===== config.mk =====
export PLATFORM = sky130hd
export DESIGN_NAME = cmd_dispatch
export DESIGN_NICKNAME = d
export VERILOG_FILES = /design/src/source/panel_geometry_pkg.sv /design/src/source/panel_cmd_pkg.sv /design/src/source/cmd_dispatch.sv
export SDC_FILE = /design/constraint.sdc
export NUM_CORES = 1
export LEC_CHECK = 0
export BUFFER_PORTS_ARGS = -buffer_cell sky130_fd_sc_hd__buf_4
export CAP_MARGIN = 5
export CELL_PAD_IN_SITES_DETAIL_PLACEMENT = 0
export CELL_PAD_IN_SITES_GLOBAL_PLACEMENT = 2
export CORE_ASPECT_RATIO = 1.1
export CORE_MARGIN = 10
export CORE_UTILIZATION = 22
export DETAILED_ROUTE_END_ITERATION = 10
export HOLD_SLACK_MARGIN = 0.06
export PLACE_DENSITY = 0.78
export SLEW_MARGIN = 20
export SYNTH_ARGS = -nofsm -noshare
export SYNTH_HDL_FRONTEND = slang
export SYNTH_SLANG_ARGS = --single-unit

===== constraint.sdc =====
create_clock -name clk -period 1.8 [get_ports clk]
set_input_delay 0.09 -clock clk [delete_from_list [all_inputs] [get_ports clk]]
set_output_delay 0.09 -clock clk [all_outputs]
set_load 0.02 [all_outputs]

===== src/source/panel_geometry_pkg.sv =====
/* Panel geometry for the LED matrix command processor: panel size, pixel depth
   and the field widths derived from them */
`default_nettype none

package panel_geometry_pkg;

    // ~~~~~~~~~~~~~~~~~~~~~~~~~~~~~~~~~~~~~~~~~~~~~~~~~~
    // Panel size and pixel depth
    // ~~~~~~~~~~~~~~~~~~~~~~~~~~~~~~~~~~~~~~~~~~~~~~~~~~
    localparam int unsigned pixel_width = 64;
    localparam int unsigned pixel_height = 32;
    localparam int unsigned bytes_per_pixel = 2;

    // ~~~~~~~~~~~~~~~~~~~~~~~~~~~~~~~~~~~~~~~~~~~~~~~~~~
    // Derived widths
    // ~~~~~~~~~~~~~~~~~~~~~~~~~~~~~~~~~~~~~~~~~~~~~~~~~~
    localparam int unsigned column_bits = $clog2(pixel_width);
    localparam int unsigned row_bits = $clog2(pixel_height);
    localparam int unsigned color_bits = bytes_per_pixel * 8;
    localparam int unsigned pixel_select_bits =
        bytes_per_pixel > 1 ? $clog2(bytes_per_pixel) : 1;

    // Stream bytes that carry one column value, x1 or width
    localparam int unsigned column_arg_bytes = (column_bits + 7) / 8;
    localparam int unsigned column_byte_count_bits =
        column_arg_bytes > 1 ? $clog2(column_arg_bytes) : 1;

endpackage

`default_nettype wire

===== src/source/panel_cmd_pkg.sv =====
/* Command set of the LED panel processor: opcodes, the argument byte stream,
   the rectangle request and the frame-buffer write port */
`default_nettype none

package panel_cmd_pkg;

    typedef enum logic [7:0] {
        op_nop      = 8'h00,
        op_fillrect = 8'h01,
        op_clear    = 8'h02
    } cmd_opcode_e;

    // One accepted argument byte, from the dispatcher to the capture block
    typedef struct packed {
        logic [7:0] data;
        logic       valid;
    } cmd_byte_t;

    // One spare bit on each coordinate so areas may reach past the panel edge
    typedef struct packed {
        logic [panel_geometry_pkg::column_bits:0]  x1;
        logic [panel_geometry_pkg::row_bits:0]     y1;
        logic [panel_geometry_pkg::column_bits:0]  width;
        logic [panel_geometry_pkg::row_bits:0]     height;
        logic [panel_geometry_pkg::color_bits-1:0] color;
    } fill_area_t;

    typedef struct packed {
        logic [panel_geometry_pkg::row_bits-1:0]          row;
        logic [panel_geometry_pkg::column_bits-1:0]       column;
        logic [panel_geometry_pkg::pixel_select_bits-1:0] pixel;
        logic [7:0]                                       data;
        logic                                             write_enable;
    } ram_write_t;

endpackage

`default_nettype wire


===== src/source/cmd_dispatch.sv =====
/* Command dispatcher: decodes opcodes, routes fill-rectangle arguments to the
   capture block, starts the area walker and reports completion */
`timescale 1ns/10ps
`default_nettype none

module cmd_dispatch (
    input  wire                       clk,
    input  wire                       reset,
    input  wire [7:0]                 cmd_data,
    input  wire                       cmd_valid,
    input  wire                       arg_ready,
    input  wire panel_cmd_pkg::fill_area_t area_request,
    input  wire                       area_valid,
    input  wire                       walk_done,
    output logic                      cmd_ready,
    output panel_cmd_pkg::cmd_byte_t  cmd_arg,
    output logic                      walk_start,
    output panel_cmd_pkg::fill_area_t walk_area,
    output logic                      cmd_done,
    output logic                      cmd_error
);

    typedef enum logic [1:0] {
        st_opcode,
        st_fillrect_args,
        st_walking,
        st_finish
    } dispatch_state_e;

    dispatch_state_e state;
    panel_cmd_pkg::cmd_opcode_e opcode;
    logic take;

    assign opcode = panel_cmd_pkg::cmd_opcode_e'(cmd_data);
    assign take = cmd_valid && cmd_ready;

    // While arguments flow the capture block decides when a byte is taken
    always_comb begin
        case (state)
            st_opcode:        cmd_ready = 1'b1;
            st_fillrect_args: cmd_ready = arg_ready;
            default:          cmd_ready = 1'b0;
        endcase
    end

    assign cmd_arg.data = cmd_data;
    assign cmd_arg.valid = take && (state == st_fillrect_args);

    always_ff @(posedge clk) begin
        if (reset) begin
            state <= st_opcode;
            walk_start <= 1'b0;
            cmd_done <= 1'b0;
            cmd_error <= 1'b0;
        end else begin
            walk_start <= 1'b0;
            cmd_done <= 1'b0;
            case (state)
                st_opcode: begin
                    if (take) begin
                        case (opcode)
                            panel_cmd_pkg::op_nop: begin
                            end
                            panel_cmd_pkg::op_fillrect: state <= st_fillrect_args;
                            panel_cmd_pkg::op_clear: begin
                                walk_start <= 1'b1;
                                state <= st_walking;
                            end
                            // Unknown opcodes cost one byte and latch the error flag
                            default: cmd_error <= 1'b1;
                        endcase
                    end
                end
                st_fillrect_args: begin
                    if (area_valid) begin
                        walk_start <= 1'b1;
                        state <= st_walking;
                    end
                end
                st_walking: begin
                    if (walk_done) begin
                        cmd_done <= 1'b1;
                        state <= st_finish;
                    end
                end
                default: state <= st_opcode;
            endcase
        end
    end

    // Area handed to the walker, either the captured rectangle or the whole panel
    always_ff @(posedge clk) begin
        if (state == st_opcode && take && opcode == panel_cmd_pkg::op_clear) begin
            walk_area <= '{
                x1:     '0,
                y1:     '0,
                width:  (panel_geometry_pkg::column_bits + 1)'(panel_geometry_pkg::pixel_width),
                height: (panel_geometry_pkg::row_bits + 1)'(panel_geometry_pkg::pixel_height),
                color:  '0
            };
        end else if (state == st_fillrect_args && area_valid) begin
            walk_area <= area_request;
        end
    end

    // The host must never see a free stream while a walk is being launched
    a_no_ready_at_start: assert property (
        @(posedge clk) disable iff (reset) !(cmd_ready && walk_start)
    );

endmodule

`default_nettype wire


Word level (Yosys, flattened, before mapping)
Index checks and enable logic that the tools add are counted.
{"block": "totals", "in_bits": 56, "elab_cells": 41, "output_inout_bits": 55, "register_bits": 47}
{"block": "classes", "n_eq_ne": 8, "n_reduce_logical": 11, "muxes": 11, "bitwise": 2}
{"cell": "$eq A8 B1 Y1 const B", "n": 1}
{"cell": "$eq A8 B2 Y1 const B", "n": 1}
{"cell": "$logic_not A8 Y1", "n": 1}
{"cell": "$mux W2", "n": 3}
{"cell": "$ne A2 B2 Y1 const B", "n": 3}
{"cell": "$pmux W2 S3", "n": 1}
{"cell": "$logic_and A1 B1 Y1", "n": 5}
{"cell": "$mux W1", "n": 4}
{"cell": "$pmux W1 S2", "n": 2}
{"cell": "$pmux W2 S2", "n": 1}
{"cell": "$reduce_and A4 Y1", "n": 1}
{"cell": "$ne A3 B1 Y1 const B", "n": 1}
{"cell": "$reduce_and A3 Y1", "n": 1}
{"cell": "$reduce_or A3 Y1", "n": 1}
{"cell": "$eq A2 B1 Y1 const B", "n": 1}
{"cell": "$eq A2 B2 Y1 const B", "n": 1}
{"cell": "$logic_not A2 Y1", "n": 1}
{"cell": "$not A1 Y1", "n": 2}
{"cell": "$reduce_or A2 Y1", "n": 1}

Depth between registers and ports, before layout
{"block": "logic_depth", "depth_word": 5, "mapped_depth": 7, "mapped_depth_nobuf": 6}

Least setup slack after synthesis
OpenSTA, ideal clock, no wires.
{"block": "synth_timing", "kind": "reg2reg", "startpoint": "reg state[0]", "endpoint": "reg state[0]", "stages_incl_launch_ff": 6, "setup_ns": 0.126, "arrival_time_ns": 1.270, "slack_ns": 0.404, "n_path_buf": 0, "period_less_slack_ns": 1.396, "required_ns": 1.674, "path_cell_list": "dfxtp_1 -> inv_1 -> ha_1 -> a222oi_1 -> and2_1 -> o31ai_1"}
{"block": "synth_between", "elab_chain_len": 5, "word_cells_on_any_way": 11, "cone_classes": "6 x eq/ne; 2 x mux; 3 x reduce/logical"}
{"item": "start: declaration", "line_no": "cmd_dispatch.sv:30", "rtl": "dispatch_state_e state;"}
{"item": "start signal: assignment", "line_no": "cmd_dispatch.sv:51", "rtl": "state <= st_opcode;"}
{"item": "start signal: assignment", "line_no": "cmd_dispatch.sv:64", "rtl": "panel_cmd_pkg::op_fillrect: state <= st_fillrect_args;"}
{"item": "start signal: assignment", "line_no": "cmd_dispatch.sv:67", "rtl": "state <= st_walking;"}
{"item": "$eq A2 B1 Y1 or $logic_not A2 Y1 (tied branches)", "line_no": "cmd_dispatch.sv:39, cmd_dispatch.sv:58"}
{"item": "$pmux W1 S2", "line_no": "cmd_dispatch.sv:39", "rtl": "case (state)"}
{"item": "$logic_and A1 B1 Y1", "line_no": "cmd_dispatch.sv:35", "rtl": "assign take = cmd_valid && cmd_ready;"}
{"item": "$ne A2 B2 Y1 (no line)"}
{"item": "$reduce_and A4 Y1 (no line)"}
Several ways; a longest one is shown, not always the timed one.
A chain may end at the register's enable or synchronous reset.

Worst setup path after layout
{"block": "layout_timing", "startpoint": "reg state[1]", "endpoint": "reg state[1]"}
Same word-level chain as after synthesis.

==> results.ini <==
[synth]
synth_ff_type = dfxtp_1
seq_area_frac_synth = 0.492
syn_nets = 292
synth_top_family_by_area = simple AND/OR/NAND/NOR gates
synth_fa_ha_area_frac = 0.0262
synth-edff-count = 0
synthCells = 232
mappedNetlistArea_sq_um = 1910
ys_warn_count = 0
synth_compound_area_frac = 0.152
async_flop_share = 0
synth_top_area_cell = dfxtp_1
avgSynthCellArea_sq_um = 8.24
synthSimpleGateAreaFrac = 0.238
synth_mux_area_frac = 0
synth.top_cell.area_share = 0.492
ys_ff_latch = 47
synthTopCellsByArea = dfxtp_1 (49%), nand2_1 (17%), a21oi_1 (10%)
synth_cell_types = 28
synth_xor_area_frac = 0.00458

[detailed_routing]
dr.first_iter.drc_count = 114
postRouteAntennaNets = 0
remaining_drc_errors = 0
dr.pass1.iters = 4
wl_per_cell_um = 13.6
num_vias = 2013
viasPerCell = 4.10
routed_wl_um = 6680

[placement]
dpl_cell_area_sq_um = 2790
dpl.hpwl_um = 4810
gp_congestion = 0.812
io_buffers = 110
placed_cells = 438

[finish]
final_nets = 439
layout_commonest_cell = buf_4
mostFrequentLayoutCells = buf_4 (115), nand2_1 (89), dfxtp_1 (47)
finalNonFillerCells = 491
diodes = 0
syn_to_final_growth_pct = 76.4
final_area_sq_um = 3370
drive_gt1_frac = 0.347

[timing]
finClkSkew_ns = 0.00347
hold_ws_ns = 0.184
finalHoldViolations = 0
min_period_ns = 1.57
setup-tns-final_ns = 0
slew_viol_final = 0
setup_viol_count_final = 0
tightest_slew_ns = 0.432
slew-limit-headroom = 0.712
max_freq_mhz = 638
rsz0062_at_grt = false
fin_crit_sh = 0.871

[floorplanning]
num_rows = 35
start_util = 0.227
die_x_um = 109
core-area_sq_um = 8410
die-area_sq_um = 12800
num_io_pins = 111
die_h_um = 118

[critical_path]
criticalPathCategory = flip-flop to flip-flop
cpPeakStageDelay_ns = 0.45
worstRegToRegCells = 5
crit_fanout = 5
cp-startpoint = state[1]
cp_cell_sequence = inv_1 > ha_1 > a222oi_1 > and2_1 > o31ai_1
arrival_ns = 1.76
cpLargestDelayFamily = compound AO/OA/AOI/OAI gates
crit_path_top_delay_cell = a222oi_1
cp-start-kind = flip-flop
crit_buf_inv = 1
r2r_end = state[1]
cp-end-kind = flip-flop
r2r_start = state[1]
r2r_slack_ns = 0.23
cp.required_ns = 1.99

[power_and_ir_drop]
comb_power_share = 0.405
vdd_drop_max_mv = 0.390
p_clk_frac = 0.214
powerDensity_nw_per_um2 = 1270
switchingPower_w = 0.00146
intPower_w = 0.00282
cellLeakagePower_nw = 1.53
swShare = 0.341
seq_power_share = 0.381

[global_route]
grt_pass1_wl_um = 10600
antenna_found_initial = 0
grt_overflow = 0
grt_pass1_vias = 2124
gr-usage-all-layers = 0.102
grt_max_degree = 28

[clocking]
root_buffer = clkbuf_8
htreeDepth = 2
cts_setup_buffers = 0
path_clk_slew_ns = 0.09
numCtsBuffers = 5
cts_tree = built
clk_path_buf_depth = 2
ctsResizeCount = 0
clk_latency_ns = 0.29
cts.sinks = 47

[job]
max_cap_viol_count = 0

[hold_path]
hp-class = input pin to flip-flop
holdPathEnd = cmd_error
holdPathStages = 5
hp-start = cmd_data[4]

[run_status]
status = complete, no violations

## registers in the layout, summed over array words and instances (netlist names)
register	cells
walk_area	42
walk_start	1
cmd_error	1
cmd_done	1
state	2
## final cells by class
class | count | area [sq um]
clock buffer | 6 | 72.6
sequential | 47 | 941
fill | 870 | 5030
inverter | 6 | 22.5
timing repair buffer | 161 | 1330
clock inverter | 2 | 60.1
tap | 111 | 139
multi-input combinational | 158 | 805
## power by group through the flow
| stage | clock network (W) | logic, W | registers (W) |
|---|---|---|---|
| floorplan | 0 | 0.000368 | 0.00213 |
| global route | 0.000983 | 0.00189 | 0.00168 |
| finish | 0.000916 | 0.00173 | 0.00163 |
| global placement | 0 | 0.00167 | 0.00164 |
| CTS | 0.000955 | 0.00176 | 0.00164 |
| detailed placement | 0 | 0.00168 | 0.00166 |
## cells in the mapped netlist (all sizes together) (2+ instances only)
cell / instances
buf: 18
a31o: 2
nand3b: 2
nand2: 90
a21oi: 41
and2: 2
inv: 6
dfxtp: 47
ha: 4
o31ai: 2
clkbuf: 3
nor2: 4
## worst register-to-register path, delay by kind of cell (launching register included)
kind / cells / cell delay, ns
and+or+nand+nor: 1 / 0.22
adders and majority gates: 1 / 0.24
AOI/OAI and AO/OA: 2 / 0.52
DFF: 1 / 0.39
buffers and inverters: 1 / 0.09
## timing repair
item                                    in CTS  in global routing
hold buffers                                45                  0
endpoints found under the hold margin       46                  0
endpoints found under the setup margin       0                  0
## per-stage QoR
step | setup slack (ns) | total power (W) | util
detailed placement | 0.229 | 0.00334 | 0.332
CTS | 0.210 | 0.00435 | 0.401
global placement | 0.282 | 0.00332 | 0.332
floorplan | 0.404 | 0.00250 | -
global route | 0.0786 | 0.00455 | 0.401
finish | 0.232 | 0.00428 | 0.401
## logic make-up after synthesis
family | count (synthesis)
flops | 47
buf+inv | 27
xor+xnor | 1
simple gates | 103
compound gates | 50
fa+ha+maj | 4
## layer usage
layer,up-vias,wire length (um),track usage
met5,-,0,0
met4,0,81,0.0289
met3,6,583,0.0427
met2,68,3360,0.176
met1,899,2650,0.109
li1,1040,-,-
## worst max-delay path by stage
stage                       to  slack (ns)  cells after the start
floorplan             state[0]        0.40                      5
global placement    walk_start        0.28                      6
detailed placement  walk_start        0.23                      6
CTS                 walk_start        0.21                      6
global route          state[0]        0.08                      5
finish                state[1]        0.23                      5
No activity file was read; power rests on OpenSTA's default activity.
