### src/source/panel_geometry_pkg.sv
/* Panel geometry for the LED matrix command processor: panel size, pixel depth
   and the field widths derived from them */
`default_nettype none

package panel_geometry_pkg;

    // ~~~~~~~~~~~~~~~~~~~~~~~~~~~~~~~~~~~~~~~~~~~~~~~~~~
    // Panel size and pixel depth
    // ~~~~~~~~~~~~~~~~~~~~~~~~~~~~~~~~~~~~~~~~~~~~~~~~~~
    localparam int unsigned pixel_width = 64;
    localparam int unsigned pixel_height = 32;
    localparam int unsigned bytes_per_pixel = 2;

    // ~~~~~~~~~~~~~~~~~~~~~~~~~~~~~~~~~~~~~~~~~~~~~~~~~~
    // Derived widths
    // ~~~~~~~~~~~~~~~~~~~~~~~~~~~~~~~~~~~~~~~~~~~~~~~~~~
    localparam int unsigned column_bits = $clog2(pixel_width);
    localparam int unsigned row_bits = $clog2(pixel_height);
    localparam int unsigned color_bits = bytes_per_pixel * 8;
    localparam int unsigned pixel_select_bits =
        bytes_per_pixel > 1 ? $clog2(bytes_per_pixel) : 1;

    // Stream bytes that carry one column value, x1 or width
    localparam int unsigned column_arg_bytes = (column_bits + 7) / 8;
    localparam int unsigned column_byte_count_bits =
        column_arg_bytes > 1 ? $clog2(column_arg_bytes) : 1;

endpackage

`default_nettype wire
### src/source/panel_cmd_pkg.sv
/* Command set of the LED panel processor: opcodes, the argument byte stream,
   the rectangle request and the frame-buffer write port */
`default_nettype none

package panel_cmd_pkg;

    typedef enum logic [7:0] {
        op_nop      = 8'h00,
        op_fillrect = 8'h01,
        op_clear    = 8'h02
    } cmd_opcode_e;

    // One accepted argument byte, from the dispatcher to the capture block
    typedef struct packed {
        logic [7:0] data;
        logic       valid;
    } cmd_byte_t;

    // One spare bit on each coordinate so areas may reach past the panel edge
    typedef struct packed {
        logic [panel_geometry_pkg::column_bits:0]  x1;
        logic [panel_geometry_pkg::row_bits:0]     y1;
        logic [panel_geometry_pkg::column_bits:0]  width;
        logic [panel_geometry_pkg::row_bits:0]     height;
        logic [panel_geometry_pkg::color_bits-1:0] color;
    } fill_area_t;

    typedef struct packed {
        logic [panel_geometry_pkg::row_bits-1:0]          row;
        logic [panel_geometry_pkg::column_bits-1:0]       column;
        logic [panel_geometry_pkg::pixel_select_bits-1:0] pixel;
        logic [7:0]                                       data;
        logic                                             write_enable;
    } ram_write_t;

endpackage

`default_nettype wire

### src/source/cmd_fillrect.sv
/* Fill-rectangle argument capture: collects origin, size and color bytes
   and presents them as one area request */
`timescale 1ns/10ps
`default_nettype none

module cmd_fillrect (
    input  wire                       clk,
    input  wire                       reset,
    input  wire panel_cmd_pkg::cmd_byte_t cmd_arg,
    output logic                      arg_ready,
    output panel_cmd_pkg::fill_area_t area_request,
    output logic                      area_valid
);

    typedef enum logic [2:0] {
        st_x1,
        st_y1,
        st_width,
        st_height,
        st_color,
        st_present
    } capture_state_e;

    capture_state_e state;
    panel_cmd_pkg::fill_area_t area;
    logic [panel_geometry_pkg::column_byte_count_bits-1:0] column_byte_count;
    logic [panel_geometry_pkg::pixel_select_bits-1:0] color_byte_count;

    assign area_request = area;

    always_ff @(posedge clk) begin
        if (reset) begin
            state <= st_x1;
            arg_ready <= 1'b1;
            area_valid <= 1'b0;
            area <= '0;
            column_byte_count <= (panel_geometry_pkg::column_byte_count_bits)'(
                panel_geometry_pkg::column_arg_bytes - 1);
            color_byte_count <= (panel_geometry_pkg::pixel_select_bits)'(
                panel_geometry_pkg::bytes_per_pixel - 1);
        end else begin
            area_valid <= 1'b0;
            case (state)
                // ~~~~~~~~~~~~~~~~~~~~~~~~~~~~~~~~~~~~~~~~~~~~~~~~~~
                // Column fields arrive most significant byte first
                // ~~~~~~~~~~~~~~~~~~~~~~~~~~~~~~~~~~~~~~~~~~~~~~~~~~
                st_x1: begin
                    if (cmd_arg.valid) begin
                        area.x1 <= (panel_geometry_pkg::column_bits + 1)'(
                            {area.x1, cmd_arg.data});
                        if (column_byte_count == '0) begin
                            column_byte_count <= (panel_geometry_pkg::column_byte_count_bits)'(
                                panel_geometry_pkg::column_arg_bytes - 1);
                            state <= st_y1;
                        end else begin
                            column_byte_count <= column_byte_count - 1'b1;
                        end
                    end
                end
                st_y1: begin
                    if (cmd_arg.valid) begin
                        area.y1 <= cmd_arg.data[panel_geometry_pkg::row_bits:0];
                        state <= st_width;
                    end
                end
                st_width: begin
                    if (cmd_arg.valid) begin
                        area.width <= (panel_geometry_pkg::column_bits + 1)'(
                            {area.width, cmd_arg.data});
                        if (column_byte_count == '0) begin
                            state <= st_height;
                        end else begin
                            column_byte_count <= column_byte_count - 1'b1;
                        end
                    end
                end
                st_height: begin
                    if (cmd_arg.valid) begin
                        area.height <= cmd_arg.data[panel_geometry_pkg::row_bits:0];
                        state <= st_color;
                    end
                end
                st_color: begin
                    if (cmd_arg.valid) begin
                        area.color <= (panel_geometry_pkg::color_bits)'(
                            {area.color, cmd_arg.data});
                        if (color_byte_count == '0) begin
                            arg_ready <= 1'b0;
                            area_valid <= 1'b1;
                            state <= st_present;
                        end else begin
                            color_byte_count <= color_byte_count - 1'b1;
                        end
                    end
                end
                // The request is read this cycle, then everything is rearmed
                default: begin
                    arg_ready <= 1'b1;
                    area <= '0;
                    column_byte_count <= (panel_geometry_pkg::column_byte_count_bits)'(
                        panel_geometry_pkg::column_arg_bytes - 1);
                    color_byte_count <= (panel_geometry_pkg::pixel_select_bits)'(
                        panel_geometry_pkg::bytes_per_pixel - 1);
                    state <= st_x1;
                end
            endcase
        end
    end

endmodule

`default_nettype wire

### config.mk
export PLATFORM = sky130hd
export DESIGN_NAME = cmd_fillrect
export DESIGN_NICKNAME = d
export VERILOG_FILES = /design/src/source/panel_geometry_pkg.sv /design/src/source/panel_cmd_pkg.sv /design/src/source/cmd_fillrect.sv
export SDC_FILE = /design/constraint.sdc
export NUM_CORES = 1
export LEC_CHECK = 0
export BUFFER_PORTS_ARGS = -buffer_cell sky130_fd_sc_hd__buf_2
export CAP_MARGIN = 0
export CORE_MARGIN = 2
export CORE_UTILIZATION = 51
export DETAILED_ROUTE_END_ITERATION = 8
export PLACE_DENSITY = 0.78
export SYNTH_ARGS = -nofsm -noshare
export SYNTH_HDL_FRONTEND = slang
export SYNTH_SLANG_ARGS = --single-unit
### constraint.sdc
create_clock -name clk -period 1.8 [get_ports clk]
set_clock_uncertainty 0.1 [all_clocks]
set_input_delay 0.09 -clock clk [delete_from_list [all_inputs] [get_ports clk]]
set_output_delay 0.09 -clock clk [all_outputs]
set_load 0.02 [all_outputs]
# Word level (Yosys, flattened, before mapping)
# Index checks and enable logic that the tools add are counted.
# W data, S select, Z words.
[op_classes]
n_reduce_logical = 17
add_sub_neg = 2
muxes = 27
eq_ne = 13
n_bitwise = 8
[op_table]
columns = ["operator", "n"]
rows = [
  ["$pmux W16 S2", 1],
  ["$pmux W7 S2", 2],
  ["$mux W3", 8],
  ["$pmux W6 S2", 2],
  ["$reduce_or A4 Y1", 5],
  ["$mux W16", 1],
  ["$ne A2 B2 Y1 const B", 8],
  ["$pmux W3 S5", 1],
  ["$reduce_and A2 Y1", 6],
  ["$not A1 Y1", 8],
  ["$reduce_and A8 Y1", 1],
  ["$mux W1", 7],
  ["$mux W7", 1],
  ["$eq A3 B2 Y1 const B", 2],
  ["$mux W6", 1],
  ["$pmux W1 S2", 3],
  ["$reduce_or A3 Y1", 2],
  ["$eq A3 B1 Y1 const B", 1],
  ["$eq A3 B3 Y1 const B", 1],
  ["$logic_not A3 Y1", 1],
  ["$reduce_and A3 Y1", 1],
  ["$ne A2 B1 Y1 const B", 1],
  ["$reduce_or A2 Y1", 1],
  ["$sub A1 B1 Y1 const B", 2],
]
[totals]
out_inout_bits = 44
elab_cells = 77
inputBits = 11
reg_bits = 49

# Depth between registers and ports, before layout
[depth]
ltp_word = 4
ltp_mapped = 6
ltp_nobuf = 3

# Worst setup path before layout
# No wires, ideal clock.
[synth_timing]
path_kind = "register to register"
from = "reg state[1]"
to = "reg area (netlist bit area_request[16])"
t_arrival_ns = 1.230
setup_ns = 0.116
period_less_slack_ns = 1.445
required_ns = 1.584
stages_incl_launch_ff = 6
n_path_buf = 2
path_slack_ns = 0.355
cell_sequence = "dfxtp_1 -> buf_4 -> o21a_1 -> or2_1 -> buf_6 -> a31o_1"
[synth_via]
elab_chain_cells = 4
elab_cells_between_ends = 10
classes_between = "5 x eq/ne; 1 x mux; 1 x bitwise; 3 x reduce/logical"
[synth_rtl]
columns = ["item", "line", "source"]
rows = [
  ["start, declared", "cmd_fillrect.sv:24", "capture_state_e state;"],
  ["start signal, assigned", "cmd_fillrect.sv:33", "state <= st_x1;"],
  ["start signal, assigned", "cmd_fillrect.sv:54", "state <= st_y1;"],
  ["start signal, assigned", "cmd_fillrect.sv:63", "state <= st_width;"],
  ["$eq A3 B3 Y1 (tied with other cells)", "cmd_fillrect.sv:43", "case (state)"],
  ["$reduce_or A4 Y1 (no line)", "--", ""],
  ["$not A1 Y1 (no line)", "--", ""],
  ["$reduce_and A2 Y1 (no line)", "--", ""],
  ["end, declared", "cmd_fillrect.sv:25", "panel_cmd_pkg::fill_area_t area;"],
]
# Several ways; a longest one is shown, not always the timed one.
# A chain may end at the register's enable or synchronous reset.

# Final worst setup path
[layout_timing]
from = "reg state[0]"
to = "reg area (netlist bit area_request[38])"
[layout_via]
elab_chain_cells = 4
elab_cells_between_ends = 10
classes_between = "5 x eq/ne; 1 x mux; 1 x bitwise; 3 x reduce/logical"
[layout_rtl]
columns = ["item", "line"]
rows = [
  ["$eq A3 B3 Y1 (tied with other cells)", "cmd_fillrect.sv:43"],
  ["$reduce_or A4 Y1 (no line)", "--"],
  ["$not A1 Y1 (no line)", "--"],
  ["$reduce_and A2 Y1 (no line)", "--"],
]
# Several ways; a longest one is shown, not always the timed one.

==> run metrics <==
status=complete, no violations; vias in the first global route=1572; DR vias/cell=around 5.4; synthesized-area fraction occupied by adder cells=0; first-pass GRT wire length=7410 µm; Die ar.=4560 µm²; gp weighted congestion=0.821; Detailed Routing Iterations Pass 1=4; Routed WL=4580 µm; Clock Power Share=0.324; H-tree level count=2; share of layout cells above drive strength 1=0.269; Mapped Area=2060 µm²; Seq/Total Area, Yosys=0.467; vias=1732; Area Overhead vs Synth=21.5%; worst skew pair latency=approximately 0.3 ns; Hold Crit Class=input port to flip-flop; Hold Path Sink=area_request[35]$_SDFFE_PP0P_; Clock Tree Root=clkbuf_8; Worst Path Required=1.88 ns; Synth Area in XOR/XNOR=0.00851; RSZ-0062 raised after global routing=false; DP HPWL=3130 µm; initial antenna violation count=0; most frequent cells in the layout=54 x buf_2, 48 x dfxtp_1, 19 x a22oi_1, 19 x nor2_1, 18 x nand2_1; Compound-Gate Fraction of Synth Area=0.178; hold path startpoint=cmd_arg[1]; CP endpoint kind=flip-flop; Final Setup Violations=0; leakage=1.05 nW; Tightest Pin Transition=0.523 ns; Fmax achieved=~640 MHz; pwr/cell area=802 nW/µm²; DR iter-0 viols=87; starting density of the core=0.522; core area=between 3000 and 4000 µm²; Core Rows=23; maxcap violations=0; Gate Count Post-Synth=around 210; Die Width=~68 µm; worst slack at placement=about 0.25 ns; synth warn=0; clk sinks=48; DRC=0; CTS buffer count=5; r2r worst-path depth=3; Setup TNS=0 ns; antenna diode count=0; CP Launch Type=flip-flop; hold depth=3; Fillers=325; critical path fanouts, max=12; clock buffer depth=2; die height=67.5 µm; DR WL/cell=between 10 and 15 µm; CTS tree=yes; Avg Cell Area, Syn=~9.6 µm²; WP data arrival=1.65 ns; main combinational cell family by area after synthesis=simple AND/OR/NAND/NOR gates; logic gate share of total power=0.122; final cycle utilization of the critical path=0.874; final antenna-violating net count=0; P_int=1.49 mW; final hold vios=0; min Tclk post-route=roughly 1.6 ns; largest net degree at the start of global routing=29; Global Route Usage Sum=0.216; net switching power=just over 0.5 mW; Synth Register Bits=48; # IOs=55; PnR worst setup slack=0.228 ns; Reg-to-Reg End=area_request[38]$_SDFFE_PP0P_; sequential share of power=0.555; I/O Buffers=54; Critical R2R Launch=state[0]$_SDFFE_PP0P_; CP Class=flip-flop to flip-flop; GRT overflow=0; syn nets=about 230; Reg2Reg Setup Slack=0.23 ns; commonest non-fill, non-tap cell in the layout=buf_2; Cell variety after synth=34; post-layout net count=282; headroom to the max-slew limit=0.650; switching part of the total=0.257; max-slew violations=0; clock-pin slew on the worst setup and hold paths=~0.09 ns; mux cell area share after synthesis=0.0632; peak supply drop=545 µV; Post-Synth Simple-Gate Area=0.218
[power by group through the flow]
stage / clock [mW] / sequential (mW) / combinational, mW
6_report: 0.649 / 1.11 / 0.244
5_1_grt: 0.709 / 1.12 / 0.264
4_1_cts: 0.665 / 1.11 / 0.244
3_5_place_dp: 0 / 1.14 / 0.231
3_3_place_gp: 0 / 1.13 / 0.229
2_1_floorplan: 0 / 1.14 / 0.155
[logic make-up after synthesis]
kind of cell,count (synthesis)
flops,48
mux,13
xor+xnor,2
buf+inv,26
compound gates,44
simple gates,81
[what timing repair did]
action	4_1_cts	5_1_grt
buffers inserted	0	0
hold endpoints to repair	9	0
hold buffers	7	0
gates resized for setup	0	0
[final cells by class]
type	count	area, µm²	share of cell area
clock inverters	1	8.76	0.00350
clock buffers	6	82.6	0.0330
repair buffers	68	393	0.157
well taps	50	62.6	0.0250
inverters	8	30.0	0.0120
flip-flops and latches	48	961	0.384
multi-input cells	140	962	0.385
[critical path, stage by stage, from the launching register on]
cell	delay, ns
dfxtp_1	0.44
nor2_1	0.48
a21o_1	0.32
o32ai_1	0.11
[metrics by stage]
stage	hold WS [ns]	util	cells	cell area, µm²	power (mW)
2_1_floorplan	0.153	-	214	2060	1.30
3_3_place_gp	0.241	0.593	307	2340	1.36
4_1_cts	0.00500	0.634	321	2500	2.02
5_1_grt	0.0281	0.634	321	2500	2.09
3_5_place_dp	0.251	0.593	307	2340	1.37
6_report	0.0221	0.634	321	2500	2.00
[routing by layer]
metal	vias to the layer above	routed length, µm	GRT usage
met5	-	0	0
met4	0	67	0.0791
met3	7	243	0.0483
met2	53	2140	0.336
met1	808	2130	0.292
li1	864	-	-
[flip-flops by register name, indices dropped and copies added, names as in the netlist]
register          cells
arg_ready             1
color_byte_count      1
state                 3
area_request         42
area_valid            1
[cell usage after synthesis]
cell type / n / area share
a31oi_1: 5 / 0.015
clkinv_1: 1 / 0.0018
or2_1: 1 / 0.0030
inv_1: 7 / 0.013
a21oi_4: 2 / 0.016
or3_1: 1 / 0.0030
buf_2: 3 / 0.0073
nand3b_1: 2 / 0.0073
o21a_1: 1 / 0.0036
nor3b_1: 2 / 0.0073
nand2_1: 18 / 0.033
nor2b_1: 7 / 0.021
a21o_1: 1 / 0.0036
buf_4: 5 / 0.018
buf_6: 2 / 0.011
o31ai_4: 1 / 0.010
nand2b_1: 15 / 0.046
nor4b_1: 6 / 0.026
dfxtp_1: 48 / 0.47
clkbuf_1: 8 / 0.015
and3_1: 1 / 0.0030
nor3b_2: 1 / 0.0061
mux2i_1: 13 / 0.063
and3b_1: 1 / 0.0043
o21ai_0: 1 / 0.0024
and4bb_2: 1 / 0.0061
a22oi_1: 19 / 0.069
xor2_1: 2 / 0.0085
o32ai_1: 7 / 0.030
and2_1: 5 / 0.015
a31o_1: 6 / 0.026
a21oi_1: 1 / 0.0024
nor3_1: 1 / 0.0024
nor2_1: 19 / 0.035
[worst max path at each step]
stage	startpoint	to	depth (start not counted)
after detailed placement	state[0]$_SDFFE_PP0P_	area_request[22]$_SDFFE_PP0P_	3
final	state[0]$_SDFFE_PP0P_	area_request[38]$_SDFFE_PP0P_	3
after global placement	state[0]$_SDFFE_PP0P_	area_request[38]$_SDFFE_PP0P_	3
after global routing	state[0]$_SDFFE_PP0P_	area_request[23]$_SDFFE_PP0P_	3
after floorplan	state[1]$_SDFFE_PP0P_	area_request[16]$_SDFFE_PP0P_	5
after CTS	state[0]$_SDFFE_PP0P_	area_request[27]$_SDFFE_PP0P_	3
Power figures use the tool's default switching activity.
