==> src/source/panel_geometry_pkg.sv <==
/* Panel geometry for the LED matrix command processor: panel size, pixel depth
   and the field widths derived from them */
`default_nettype none

package panel_geometry_pkg;

    // ~~~~~~~~~~~~~~~~~~~~~~~~~~~~~~~~~~~~~~~~~~~~~~~~~~
    // Panel size and pixel depth
    // ~~~~~~~~~~~~~~~~~~~~~~~~~~~~~~~~~~~~~~~~~~~~~~~~~~
    localparam int unsigned pixel_width = 64;
    localparam int unsigned pixel_height = 32;
    localparam int unsigned bytes_per_pixel = 2;

    // ~~~~~~~~~~~~~~~~~~~~~~~~~~~~~~~~~~~~~~~~~~~~~~~~~~
    // Derived widths
    // ~~~~~~~~~~~~~~~~~~~~~~~~~~~~~~~~~~~~~~~~~~~~~~~~~~
    localparam int unsigned column_bits = $clog2(pixel_width);
    localparam int unsigned row_bits = $clog2(pixel_height);
    localparam int unsigned color_bits = bytes_per_pixel * 8;
    localparam int unsigned pixel_select_bits =
        bytes_per_pixel > 1 ? $clog2(bytes_per_pixel) : 1;

    // Stream bytes that carry one column value, x1 or width
    localparam int unsigned column_arg_bytes = (column_bits + 7) / 8;
    localparam int unsigned column_byte_count_bits =
        column_arg_bytes > 1 ? $clog2(column_arg_bytes) : 1;

endpackage

`default_nettype wire
==> src/source/panel_cmd_pkg.sv <==
/* Command set of the LED panel processor: opcodes, the argument byte stream,
   the rectangle request and the frame-buffer write port */
`default_nettype none

package panel_cmd_pkg;

    typedef enum logic [7:0] {
        op_nop      = 8'h00,
        op_fillrect = 8'h01,
        op_clear    = 8'h02
    } cmd_opcode_e;

    // One accepted argument byte, from the dispatcher to the capture block
    typedef struct packed {
        logic [7:0] data;
        logic       valid;
    } cmd_byte_t;

    // One spare bit on each coordinate so areas may reach past the panel edge
    typedef struct packed {
        logic [panel_geometry_pkg::column_bits:0]  x1;
        logic [panel_geometry_pkg::row_bits:0]     y1;
        logic [panel_geometry_pkg::column_bits:0]  width;
        logic [panel_geometry_pkg::row_bits:0]     height;
        logic [panel_geometry_pkg::color_bits-1:0] color;
    } fill_area_t;

    typedef struct packed {
        logic [panel_geometry_pkg::row_bits-1:0]          row;
        logic [panel_geometry_pkg::column_bits-1:0]       column;
        logic [panel_geometry_pkg::pixel_select_bits-1:0] pixel;
        logic [7:0]                                       data;
        logic                                             write_enable;
    } ram_write_t;

endpackage

`default_nettype wire

==> src/source/fill_area_walker.sv <==
/* Area walker: steps through the visible part of a rectangle and writes one
   color byte per cycle into the frame buffer */
`timescale 1ns/10ps
`default_nettype none

module fill_area_walker (
    input  wire                       clk,
    input  wire                       reset,
    input  wire                       walk_start,
    input  wire panel_cmd_pkg::fill_area_t walk_area,
    output panel_cmd_pkg::ram_write_t ram_write,
    output logic                      walk_done
);

    logic [panel_geometry_pkg::column_bits+1:0] column_sum;
    logic [panel_geometry_pkg::row_bits+1:0] row_sum;
    logic [panel_geometry_pkg::column_bits:0] column_limit;
    logic [panel_geometry_pkg::row_bits:0] row_limit;
    logic area_empty;

    logic busy;
    logic [panel_geometry_pkg::column_bits:0] column_count;
    logic [panel_geometry_pkg::column_bits:0] column_start;
    logic [panel_geometry_pkg::column_bits:0] column_end;
    logic [panel_geometry_pkg::row_bits:0] row_count;
    logic [panel_geometry_pkg::row_bits:0] row_end;
    logic [panel_geometry_pkg::pixel_select_bits-1:0] pixel_count;
    logic [panel_geometry_pkg::color_bits-1:0] color;
    logic last_pixel;
    logic last_column;
    logic last_row;

    // Clip the far corner to the panel so off-panel parts cost no cycles
    always_comb begin
        column_sum = {1'b0, walk_area.x1} + {1'b0, walk_area.width};
        row_sum = {1'b0, walk_area.y1} + {1'b0, walk_area.height};
        if (column_sum > panel_geometry_pkg::pixel_width) begin
            column_limit = (panel_geometry_pkg::column_bits + 1)'(panel_geometry_pkg::pixel_width);
        end else begin
            column_limit = column_sum[panel_geometry_pkg::column_bits:0];
        end
        if (row_sum > panel_geometry_pkg::pixel_height) begin
            row_limit = (panel_geometry_pkg::row_bits + 1)'(panel_geometry_pkg::pixel_height);
        end else begin
            row_limit = row_sum[panel_geometry_pkg::row_bits:0];
        end
        area_empty = (walk_area.x1 >= column_limit) || (walk_area.y1 >= row_limit);
    end

    assign last_pixel = pixel_count ==
        (panel_geometry_pkg::pixel_select_bits)'(panel_geometry_pkg::bytes_per_pixel - 1);
    assign last_column = column_count + 1'b1 == column_end;
    assign last_row = row_count + 1'b1 == row_end;

    always_ff @(posedge clk) begin
        if (reset) begin
            busy <= 1'b0;
            walk_done <= 1'b0;
            column_count <= '0;
            row_count <= '0;
            pixel_count <= '0;
        end else begin
            walk_done <= 1'b0;
            if (walk_start) begin
                busy <= !area_empty;
                walk_done <= area_empty;
                column_count <= walk_area.x1;
                row_count <= walk_area.y1;
                pixel_count <= '0;
            end else if (busy) begin
                // Pixel bytes step fastest, then columns, then rows
                if (!last_pixel) begin
                    pixel_count <= pixel_count + 1'b1;
                end else begin
                    pixel_count <= '0;
                    if (!last_column) begin
                        column_count <= column_count + 1'b1;
                    end else begin
                        column_count <= column_start;
                        row_count <= row_count + 1'b1;
                        if (last_row) begin
                            busy <= 1'b0;
                            walk_done <= 1'b1;
                        end
                    end
                end
            end
        end
    end

    always_ff @(posedge clk) begin
        if (walk_start) begin
            column_start <= walk_area.x1;
            column_end <= column_limit;
            row_end <= row_limit;
            color <= walk_area.color;
        end
    end

    always_comb begin
        ram_write.row = row_count[panel_geometry_pkg::row_bits-1:0];
        ram_write.column = column_count[panel_geometry_pkg::column_bits-1:0];
        ram_write.pixel = pixel_count;
        ram_write.data = color[pixel_count * 8 +: 8];
        ram_write.write_enable = busy;
    end

    // Clipping must keep every write inside the panel
    a_write_in_panel: assert property (
        @(posedge clk) disable iff (reset)
        ram_write.write_enable |-> (row_count < panel_geometry_pkg::pixel_height) &&
                                   (column_count < panel_geometry_pkg::pixel_width)
    );

endmodule

`default_nettype wire

==> config.mk <==
export PLATFORM = sky130hd
export DESIGN_NAME = fill_area_walker
export DESIGN_NICKNAME = d
export VERILOG_FILES = /design/src/source/panel_geometry_pkg.sv /design/src/source/panel_cmd_pkg.sv /design/src/source/fill_area_walker.sv
export SDC_FILE = /design/constraint.sdc
export NUM_CORES = 1
export LEC_CHECK = 0
export ABC_AREA = 1
export BUFFER_PORTS_ARGS = -buffer_cell sky130_fd_sc_hd__clkbuf_2
export CAP_MARGIN = 40
export CORE_MARGIN = 2
export CORE_UTILIZATION = 36
export DETAILED_ROUTE_END_ITERATION = 16
export PLACE_DENSITY_LB_ADDON = 0.08
export SLEW_MARGIN = 20
export SYNTH_ARGS = -nofsm -noshare
export SYNTH_HDL_FRONTEND = slang
export SYNTH_SLANG_ARGS = --single-unit
==> constraint.sdc <==
create_clock -name clk -period 7.7 [get_ports clk]
set_input_delay 1.155 -clock clk [delete_from_list [all_inputs] [get_ports clk]]
set_output_delay 1.155 -clock clk [all_outputs]
set_load 0.005 [all_outputs]
Word-level counts from Yosys, hierarchy flattened

Cells that the tools add are included.
Widths: inputs -> output; s select.

Input port bits: 45
Logic and storage cells: 50
Output and inout port bits: 22
Register bits after elaboration: 52

Reductions and logical operators: 8
Mux-type cells: 21
Add/sub/neg operators: 5
Shifts and indexed selects: 1
Equal/unequal tests: 2
$lt $le $gt $ge: 4

Operator list:

| kind                | number |
|---|---|
| $mux 7              | 5 |
| $mux 6              | 5 |
| $shiftx 16x5->8     | 1 |
| $mux 1              | 11 |
| $add 7x7->8         | 1 |
| $gt 8x7->1 const B  | 1 |
| $add 6x6->7         | 1 |
| $add 7x1->7 const B | 1 |
| $eq 7x7->1          | 1 |
| $ge 7x7->1          | 1 |
| $gt 7x6->1 const B  | 1 |
| $add 6x1->6 const B | 1 |
| $eq 6x6->1          | 1 |
| $ge 6x6->1          | 1 |
| $reduce_bool 2->1   | 3 |
| $reduce_and 3->1    | 1 |
| $reduce_and 2->1    | 1 |
| $reduce_or 2->1     | 1 |
| $add 1x1->1 const B | 1 |
| $logic_not 1->1     | 1 |
| $logic_or 1x1->1    | 1 |

Longest topological paths before layout

Gate-level depths: netlist of the first run.

Depth after elaboration: 7
Mapped depth: 21
Depth with buffers taken out: 21

Worst setup path after synthesis of the first run

OpenSTA, ideal clock, no wires.

Path type: input-to-reg
Start: in walk_area[16] (netlist name)
End: reg busy
Stages on the path: 17
Slack: 4244 ps
Library setup time: 70 ps
Data arrival time: 3386 ps
Path through: ha_1 fa_1 xor2_1 nor2_1 nand3_1 nand2_1 nand2_1 nor2_1 inv_1 ha_1 nand2_1 inv_1 o21bai_1 o2111ai_1 a21oi_1 nand2_1 a21oi_1

Longest elaborated chain between the ends: 7

Ends and longest elaborated chain:

| item                   | RTL line               | RTL |
|---|---|---|
| start: declaration     | fill_area_walker.sv:10 | `input wire panel_cmd_pkg::fill_area_t walk_area,` |
| $add 6x6->7 (*)        | fill_area_walker.sv:36 | `row_sum = {1'b0, walk_area.y1} + {1'b0, walk_area.height};` |
| $gt 7x6->1             | fill_area_walker.sv:42 | `if (row_sum > panel_geometry_pkg::pixel_height) begin` |
| $mux 6 (*)             | fill_area_walker.sv:42 |  |
| net row_limit, one bit | fill_area_walker.sv:18 | `logic [panel_geometry_pkg::row_bits:0] row_limit;` |
| $ge 6x6->1 (*)         | fill_area_walker.sv:47 | `area_empty = (walk_area.x1 >= column_limit) \|\| (walk_area.y1 >= row_limit);` |
| $logic_or 1x1->1 (*)   | fill_area_walker.sv:47 |  |
| $logic_not 1->1 (*)    | fill_area_walker.sv:65 | `busy <= !area_empty;` |
| $mux 1 (*)             | fill_area_walker.sv:64 | `if (walk_start) begin` |
| end signal: assignment | fill_area_walker.sv:65 |  |
| end: declaration       | fill_area_walker.sv:21 | `logic busy;` |

Mark *: on every way through the listed nets, which the timed path passes. The rest lies on a longest branch.
A chain may end at the register's enable or synchronous reset.

Worst setup path in the final report of the first run

Ends and elaborated chain as after synthesis.

==> flow_summary.toml, run 1 <==
[worst_hold_path]
hp-class = "reg -> reg"
hold_path_depth = 2
worstHoldStart = "column_count[6]"
holdPathEnd = "column_count[6]"

[worst_setup_path]
slowest_stage = "fa_1"
endpoint_kind = "flop"
r2r_end = "column_count[4]"
critical_path_buf_inv_count = 3
critPathArrivalTime_ps = 3720
worstSetupStartpoint = "walk_area[16]"
cp_common_cell = "nand2_1"
critical-path-max-stage-delay_ps = 420
crit_required_ps = 7950
rrSetupSlack_ps = 5120
startpoint_type = "input port"
critPathTopFamily = "adder cells"
critPathMaxFanout = 5
path_cells = "clkbuf_2 > ha_1 > fa_1 > xor2_1 > nor2_1 > nand3_1 > nand2_1 > nand2_1 > nor2_1 > inv_1 > ha_1 > nand2_1 > inv_1 > o21bai_1 > o2111ai_1 > a21oi_1 > nand2_1 > a21oi_1"
r2r_start = "column_count[0]"
reg2reg_depth = 11
critPathKind = "in -> reg"

[clocking]
postCtsHoldBufs = 0
cts_buffer_depth = 2
cts_made_buffers = 5
clkSinkCount = 52
cts_tree = "built"
clkTransAtPathRegs_ps = 100
postCtsSetupBuffers = 0
cts.htree.levels = 2
cts-root-buf = "clkbuf_8"
ctsResizeCount = 0
clkLatencyLatePin_ps = 310

[finish]
layout_common_cells = "131 x nand2_1, 66 x clkbuf_2, 53 x inv_1"
finalNetCount = 564
n_fill_cell = 1002
seqCellArea_um2 = 1401
diodes = 0
final_util_pct = 41.97
area_growth_pct = 12.66
drive_above_1_share_pct = 17.89
final_common_cell = "nand2_1"
multi_input_area_um2 = 1704

[global_route]
grt_pass1_wl_mm = 12.06
grt_use_total_pct = 14.50
gr-total-overflow = 0
antenna_found_initial = 0
grt_pass1_vias = 2717
grt_max_degree = 50

[yosys]
synth_top_area_share_pct = 31.26
synth_area_um2 = 3458
synth-async-reset-ratio_pct = 0
synthAdderAreaFrac_pct = 10.56
synth_top_cell_by_area = "edfxtp_1"
synth_top_flop_cell = "edfxtp_1"
yosysWarnings = 0
netlist-cell-type-count = 35
ys_ff_latch = 52
synth_top_family_by_area = "simple AND/OR/NAND/NOR gates"
synth_compound_area_share_pct = 7.923
netlist_instances = 437
synth-xor-area-share_pct = 3.292
ys_seq_area_share_pct = 40.52
synth-edff-count = 36
syn-num-nets = 510
synth.area.top_cells = "edfxtp_1 31%, nand2_1 14%, ha_1 9.4%"
synth_mux_area_share_pct = 0.3256
synth-simple-area-share_pct = 27.17
avgSynthCellArea_um2 = 7.914

[timing]
finalWorstSetupSlack_ps = 4224
rsz0062_at_grt = "false"
period_needed_ps = 3476
worst_pin_slew_ps = 720.7
skew_ps = 8.053
relSlewSlack_pct = 51.90
timing.fmax_mhz = 287.7
final-hold-violation-count = 0
slew_viol_final = 0
min_period_over_period_pct = 45.14
setup_tns_ps = 0
finalSetupViolations = 0

[placed_design]
pre_cts_ws_ps = 3915
gp_congestion = 0.8536
dp_hpwl_mm = 5.688
io_buffers = 66

[route]
routed_via_density = 4.541
drt-total-wl_mm = 7.105
dr_total_vias = 2820
dr.pass1.iters = 4
drtIter0Drc = 83
routedWlPerCell_um = 11.44
route.detailed.drc = 0
postRouteAntennaNets = 0

[pwr]
power_density_nw_per_um2 = 169.6
leakage_nw = 1.880
vdd_drop_max_v = 0.00007284

[run_status]
status = "complete, no violations"

[run]
maxCapViolCount = 0

[floorplan]
initial_core_util_pct = 37.25
die_area_um2 = 10410
die_w_um = 102.0
num_io_pins = 67
row_count = 35
coreArea_um2 = 9284
dieHeight_um = 102.0
## state kept, by name (all words and copies together) (netlist names)
| register | cells |
|---|---|
| row_end | 6 |
| row_count | 6 |
| color | 16 |
| last_pixel | 1 |
| column_end | 7 |
| column_start | 7 |
| busy | 1 |
| walk_done | 1 |
| column_count | 7 |
## worst register-to-register path, stage by stage (launching register included)
cell and delay (ps):
dfxtp_1 470, ha_1 300, or2_2 280, a21oi_1 150, nand4_1 110, o21bai_1 170
nor2_2 430, inv_1 210, nand2_1 100, nand3_1 60, nand2_1 100, o21ai_0 80
## power breakdown
part           leakage, nW  total (W)  internal [W]  switching, W
clock network       0.0404   0.000159     0.0000645     0.0000942
registers            0.482   0.000341      0.000327     0.0000146
logic                 1.36   0.000160     0.0000661     0.0000944
## Yosys cell counts, types with 2 or more instances
master / count
nand2_1: 131
dfxtp_1: 16
a21oi_1: 22
inv_1: 53
o21ai_0: 20
buf_4: 14
edfxtp_1: 36
nand4_1: 9
nand3_1: 32
or2_2: 4
ha_1: 26
xnor2_1: 7
nand3_2: 2
buf_6: 2
xor2_1: 6
nor2_1: 35
o21bai_1: 3
fa_1: 2
## cells by family (layout without fill, tap and decap cells)
group / Yosys count / in the layout
AO/OA/AOI/OAI: 50 / 50
XOR/XNOR: 13 / 13
adder cells (fa/ha/maj): 28 / 28
buffers and inverters: 73 / 128
flip-flops: 52 / 52
multiplexers: 1 / 1
AND/OR/NAND/NOR: 220 / 220
## metal layers
| layer | vias to the layer above | part of all wire [%] | wire length, um | GRT usage, % |
|---|---|---|---|---|
| met4 | 0 | 1.5 | 106 | 4.410 |
| met3 | 7 | 4.8 | 340 | 2.668 |
| met5 | - | 0 | 0 | 0 |
| li1 | 1537 | - | - | - |
| met2 | 59 | 44 | 3101 | 23.94 |
| met1 | 1217 | 50 | 3557 | 19.42 |
## through the flow
stage | hold slack, ps | instance area [um2] | total power, W | instances
floorplan | 466.8 | 3458 | 0.0004621 | 437
finish | 503.4 | 3896 | 0.0006607 | 621
global route | 547.1 | 3896 | 0.0007103 | 621
CTS | 504.8 | 3896 | 0.0006715 | 621
detailed placement | 491.4 | 3804 | 0.0005106 | 613
global placement | 483.2 | 3804 | 0.0005088 | 613
## layout make-up
class                   count  share of cell area [%]
clock buffers               5                   1.766
clock inverters             3                  0.6101
inverters                  53                   5.106
multi-input cells         312                   43.74
flip-flops and latches     52                   35.97
well taps                 129                   4.143
repair buffers             67                   8.671
## worst max-delay path by stage
stage	cells after the start	slack (ps)	to
after floorplan	17	4240	busy
after global placement	19	3980	busy
after detailed placement	19	3910	busy
after CTS	18	4230	busy
after global routing	19	3910	busy
final	18	4220	busy
(Power assumes the default switching activity.)
==> inputs of run 2 (changes only) <==
- clock period: 7.7 -> 3.39 ns (I/O delays scaled with it)
==> flow_summary.toml, run 2 (synthesis results as in run 1) <==
[run_status]
status = "complete, no violations"

[route]
postRouteAntennaNets = 0
top_layer = "met4"
dr.pass1.iters = 6
drt-total-wl_mm = 7.402
dr_total_vias = 2849
wl_met2_mm = 3.313
routed_via_density = 4.573
route.detailed.drc = 0
m1WireLength_mm = 3.706
wl_met3_um = 300
routedWlPerCell_um = 11.88
drtIter0Drc = 72

[timing]
final-hold-violation-count = 0
setup_tns_ps = 0
min_period_over_period_pct = 83.72
relSlewSlack_pct = 54.85
rsz0062_at_grt = "false"
finalWorstSetupSlack_ps = 551.8
slew_viol_final = 0
timing.fmax_mhz = 352.3
skew_ps = 9.643
finalSetupViolations = 0
period_needed_ps = 2838
worst_pin_slew_ps = 674.8

[worst_setup_path]
r2r_start = "column_count[0]"
worstSetupStartpoint = "walk_area[16]"
endpoint = "busy"
critPathMaxFanout = 5
endpoint_kind = "flop"
crit_required_ps = 3630
startpoint_type = "input port"
critPathKind = "in -> reg"
rrSetupSlack_ps = 1010
critPathArrivalTime_ps = 3080
r2r_end = "column_count[4]"
reg2reg_depth = 11

[worst_hold_path]
hp-class = "in -> reg"

[finish]
area_growth_pct = 13.64
largest_register = "color"
finalNetCount = 566
layout_common_cells = "131 x nand2_1, 66 x clkbuf_2, 53 x inv_1"
drive_above_1_share_pct = 18.02
largest_register_ffs = 16
n_fill_cell = 996
final_common_cell = "nand2_1"
diodes = 0
final_util_pct = 42.33

[pwr]
power_density_nw_per_um2 = 400.7
vdd_drop_max_v = 0.0001393
leakage_nw = 1.906

[clocking]
cts_tree = "built"
cts_buffer_depth = 2
cts_made_buffers = 5
postCtsHoldBufs = 0
clkLatencyLatePin_ps = 300
cts.htree.levels = 2
ctsResizeCount = 0
postCtsSetupBuffers = 0
cts-root-buf = "clkbuf_8"
clkTransAtPathRegs_ps = 100
clkSinkCount = 52

[global_route]
grt_use_total_pct = 14.85
grt_max_degree = 30
gr-total-overflow = 0
grt_pass1_wl_mm = 12.39
antenna_found_initial = 0
grt_pass1_vias = 2713

[floorplan]
row_count = 35
coreArea_um2 = 9284
num_io_pins = 67
dieHeight_um = 102.0
die_w_um = 102.0
die_area_um2 = 10410
initial_core_util_pct = 37.25

[placed_design]
dp_hpwl_mm = 6.012
io_buffers = 66
gp_congestion = 0.8421
pre_cts_ws_ps = 225.9

[run]
maxCapViolCount = 0
## run 2: changes by cell type in the layout (fill, tap and decap cells not counted), sizes merged
cell,change
buf,+2
bufinv,+1
clkinv,-1
clkbuf,+1
clkinvlp,-2
inv,+1
## run 2: final cells by class
class,count,area [um2],area share [%]
repair buffers,69,352.8,8.978
flip-flops and latches,52,1401,35.66
clock buffers,6,72.57,1.847
well taps,129,161.4,4.107
inverters,53,198.9,5.062
clock inverters,2,38.79,0.9869
multi-input cells,312,1704,43.36
## run 2: metal layers
metal	vias up	GRT usage [%]
met5	-	0
met4	0	3.795
met3	6	2.257
met2	58	24.90
met1	1248	20.16
li1	1537	-
## run 2: critical path, cell delays in order
cell and delay, ps:
clkbuf_2 90, ha_1 230, fa_1 430, xor2_1 200, nor2_1 100, nand3_1 80, nand2_1 80, nand2_1 110
nor2_1 160, inv_1 60, ha_1 290, nand2_1 70, inv_1 30, o21bai_1 110, o2111ai_1 120, a21oi_1 210
nand2_1 80, a21oi_1 120
## run 2: power breakdown
group	leakage (nW)	internal, W	switching [W]	total, W
registers	0.482	0.000742	0.0000338	0.000776
clock network	0.0558	0.000223	0.000206	0.000429
logic	1.37	0.000152	0.000218	0.000369
## run 2: worst min-delay path by stage
stage | start | endpoint | depth (start not counted)
floorplan | column_count[6] | column_count[6] | 2
global placement | column_count[6] | column_count[6] | 2
detailed placement | column_count[6] | column_count[6] | 2
CTS | walk_area[1] | color[1] | 1
global route | walk_area[11] | color[11] | 1
finish | walk_area[11] | color[11] | 1
## run 2: metrics by stage
| stage | total power [W] | cells | instance area [um2] | hold slack [ps] |
|---|---|---|---|---|
| floorplan | 0.001050 | 437 | 3458 | 466.8 |
| global placement | 0.001157 | 615 | 3819 | 482.7 |
| detailed placement | 0.001165 | 615 | 3819 | 491.1 |
| CTS | 0.001599 | 623 | 3930 | 360.7 |
| global route | 0.001684 | 623 | 3930 | 357.2 |
| finish | 0.001575 | 623 | 3930 | 373.4 |
==> inputs of run 3 (changes only) <==
- clock period: 3.39 -> 2.93 ns (I/O delays scaled with it)
==> flow_summary.toml, run 3 (synthesis results as in run 1) <==
[finish]
area_growth_pct = 17.00
drive_above_1_share_pct = 21.53
diodes = 0
layout_common_cells = "131 x nand2_1, 66 x clkbuf_2, 53 x inv_1"
largest_register_ffs = 16
largest_register = "color"
finalNetCount = 583
final_common_cell = "nand2_1"

[pwr]
power_density_nw_per_um2 = 439.2
finalPower_w = 0.001777
leakage_nw = 1.971
vdd_drop_max_v = 0.0001645

[timing]
min_period_over_period_pct = 89.25
period_needed_ps = 2615
timing.fmax_mhz = 382.4
final-hold-violation-count = 0
slew_viol_final = 0
worst_pin_slew_ps = 656.3
skew_ps = 8.801
whs_ps = 305.1
relSlewSlack_pct = 56.08
finalSetupViolations = 0
rsz0062_at_grt = "false"

[floorplan]
initial_core_util_pct = 37.25
die_w_um = 102.0
coreArea_um2 = 9284
row_count = 35
dieHeight_um = 102.0
die_area_um2 = 10410
num_io_pins = 67

[worst_setup_path]
critPathArrivalTime_ps = 2830
reg2reg_depth = 11
crit_required_ps = 3140
endpoint = "walk_done"
critPathMaxFanout = 3
startpoint_type = "input port"
endpoint_kind = "flop"
rrSetupSlack_ps = 540
critPathKind = "in -> reg"
r2r_start = "column_count[0]"
worstSetupStartpoint = "walk_area[22]"
r2r_end = "column_count[4]"

[route]
drtIter0Drc = 118
routedWlPerCell_um = 11.55
route.detailed.drc = 0
drt-total-wl_mm = 7.395
postRouteAntennaNets = 0
dr_total_vias = 2892
routed_via_density = 4.519
dr.pass1.iters = 4

[global_route]
antenna_found_initial = 0
grt_pass1_vias = 2755
grt_max_degree = 46
grt_pass1_wl_mm = 12.48
grt_use_total_pct = 14.90
gr-total-overflow = 0

[clocking]
cts.htree.levels = 2
cts-root-buf = "clkbuf_8"
cts_buffer_depth = 2
postCtsHoldBufs = 0
cts_tree = "built"
clkTransAtPathRegs_ps = 100
clkSinkCount = 52
cts_made_buffers = 5
clkLatencyLatePin_ps = 310

[placed_design]
dp_hpwl_mm = 5.858
gp_congestion = 0.7488
io_buffers = 66

[run_status]
status = "complete, no violations"

[worst_hold_path]
hp-class = "in -> reg"

[run]
maxCapViolCount = 0
## run 3: changes by cell type in the layout (fill, tap and decap cells not counted), sizes merged
cell	before	now
clkinvlp	0	1
inv	54	53
buf	3	20
bufinv	1	0
clkinv	0	1
## run 3: worst min path at each step
| stage | start | end | slack, ps | depth (start not counted) |
|---|---|---|---|---|
| floorplan | column_count[6] | column_count[6] | 470 | 2 |
| global placement | column_count[6] | column_count[6] | 480 | 2 |
| detailed placement | column_count[6] | column_count[6] | 490 | 2 |
| CTS | walk_area[13] | color[13] | 290 | 1 |
| global route | walk_area[11] | color[11] | 290 | 1 |
| finish | walk_area[14] | color[14] | 310 | 1 |
## run 3: area by class of cell
cell class / count / area [um2]
fillers: 1003 / 5238
flip-flops and latches: 52 / 1401
multi-input cells: 312 / 1715
clock buffers: 6 / 72.57
clock inverters: 2 / 16.27
repair buffers: 86 / 480.5
inverters: 53 / 198.9
well taps: 129 / 161.4
## run 3: power breakdown
group | switching (W) | internal [W] | total [W]
Clock | 0.000241 | 0.000170 | 0.000412
Combinational | 0.000258 | 0.000210 | 0.000468
Sequential | 0.0000386 | 0.000859 | 0.000897
Total | 0.000538 | 0.00124 | 0.00178
## run 3: stage by stage
step | util (%) | setup TNS [ps] | instance area [um2] | std cells | setup slack (ps)
floorplan | - | 0 | 3458 | 437 | 189.3
global placement | 42.43 | -25.59 | 3939 | 631 | -25.59
global route | 43.58 | 0 | 4046 | 640 | 7.436
CTS | 43.38 | 0 | 4028 | 639 | 212.4
detailed placement | 42.43 | -107.6 | 3939 | 631 | -96.90
finish | 43.58 | 0 | 4046 | 640 | 315.1
## run 3: timing repair
item,in CTS,in global routing
resized for setup,0,4
buffers inserted,0,1
setup endpoints to repair,0,2
## run 3: critical path: stages
cell and delay (ps):
clkbuf_2 90, ha_1 220, fa_2 400, inv_1 80, nand2_1 50, nor2_1 90
nand3_1 80, nor2_1 90, nand2_1 50, nand2_1 80, nand2_1 70, inv_1 100
nand2_1 80, ha_1 290, a21oi_1 140, o2111ai_1 140, a21oi_2 170, buf_4 130
a21oi_2 40
## run 3: layer usage
metal  track usage, %  wire length [um]
met3            2.189               284
met4            4.000                88
met5                0                 0
met1            20.81              3841
met2            24.24              3179
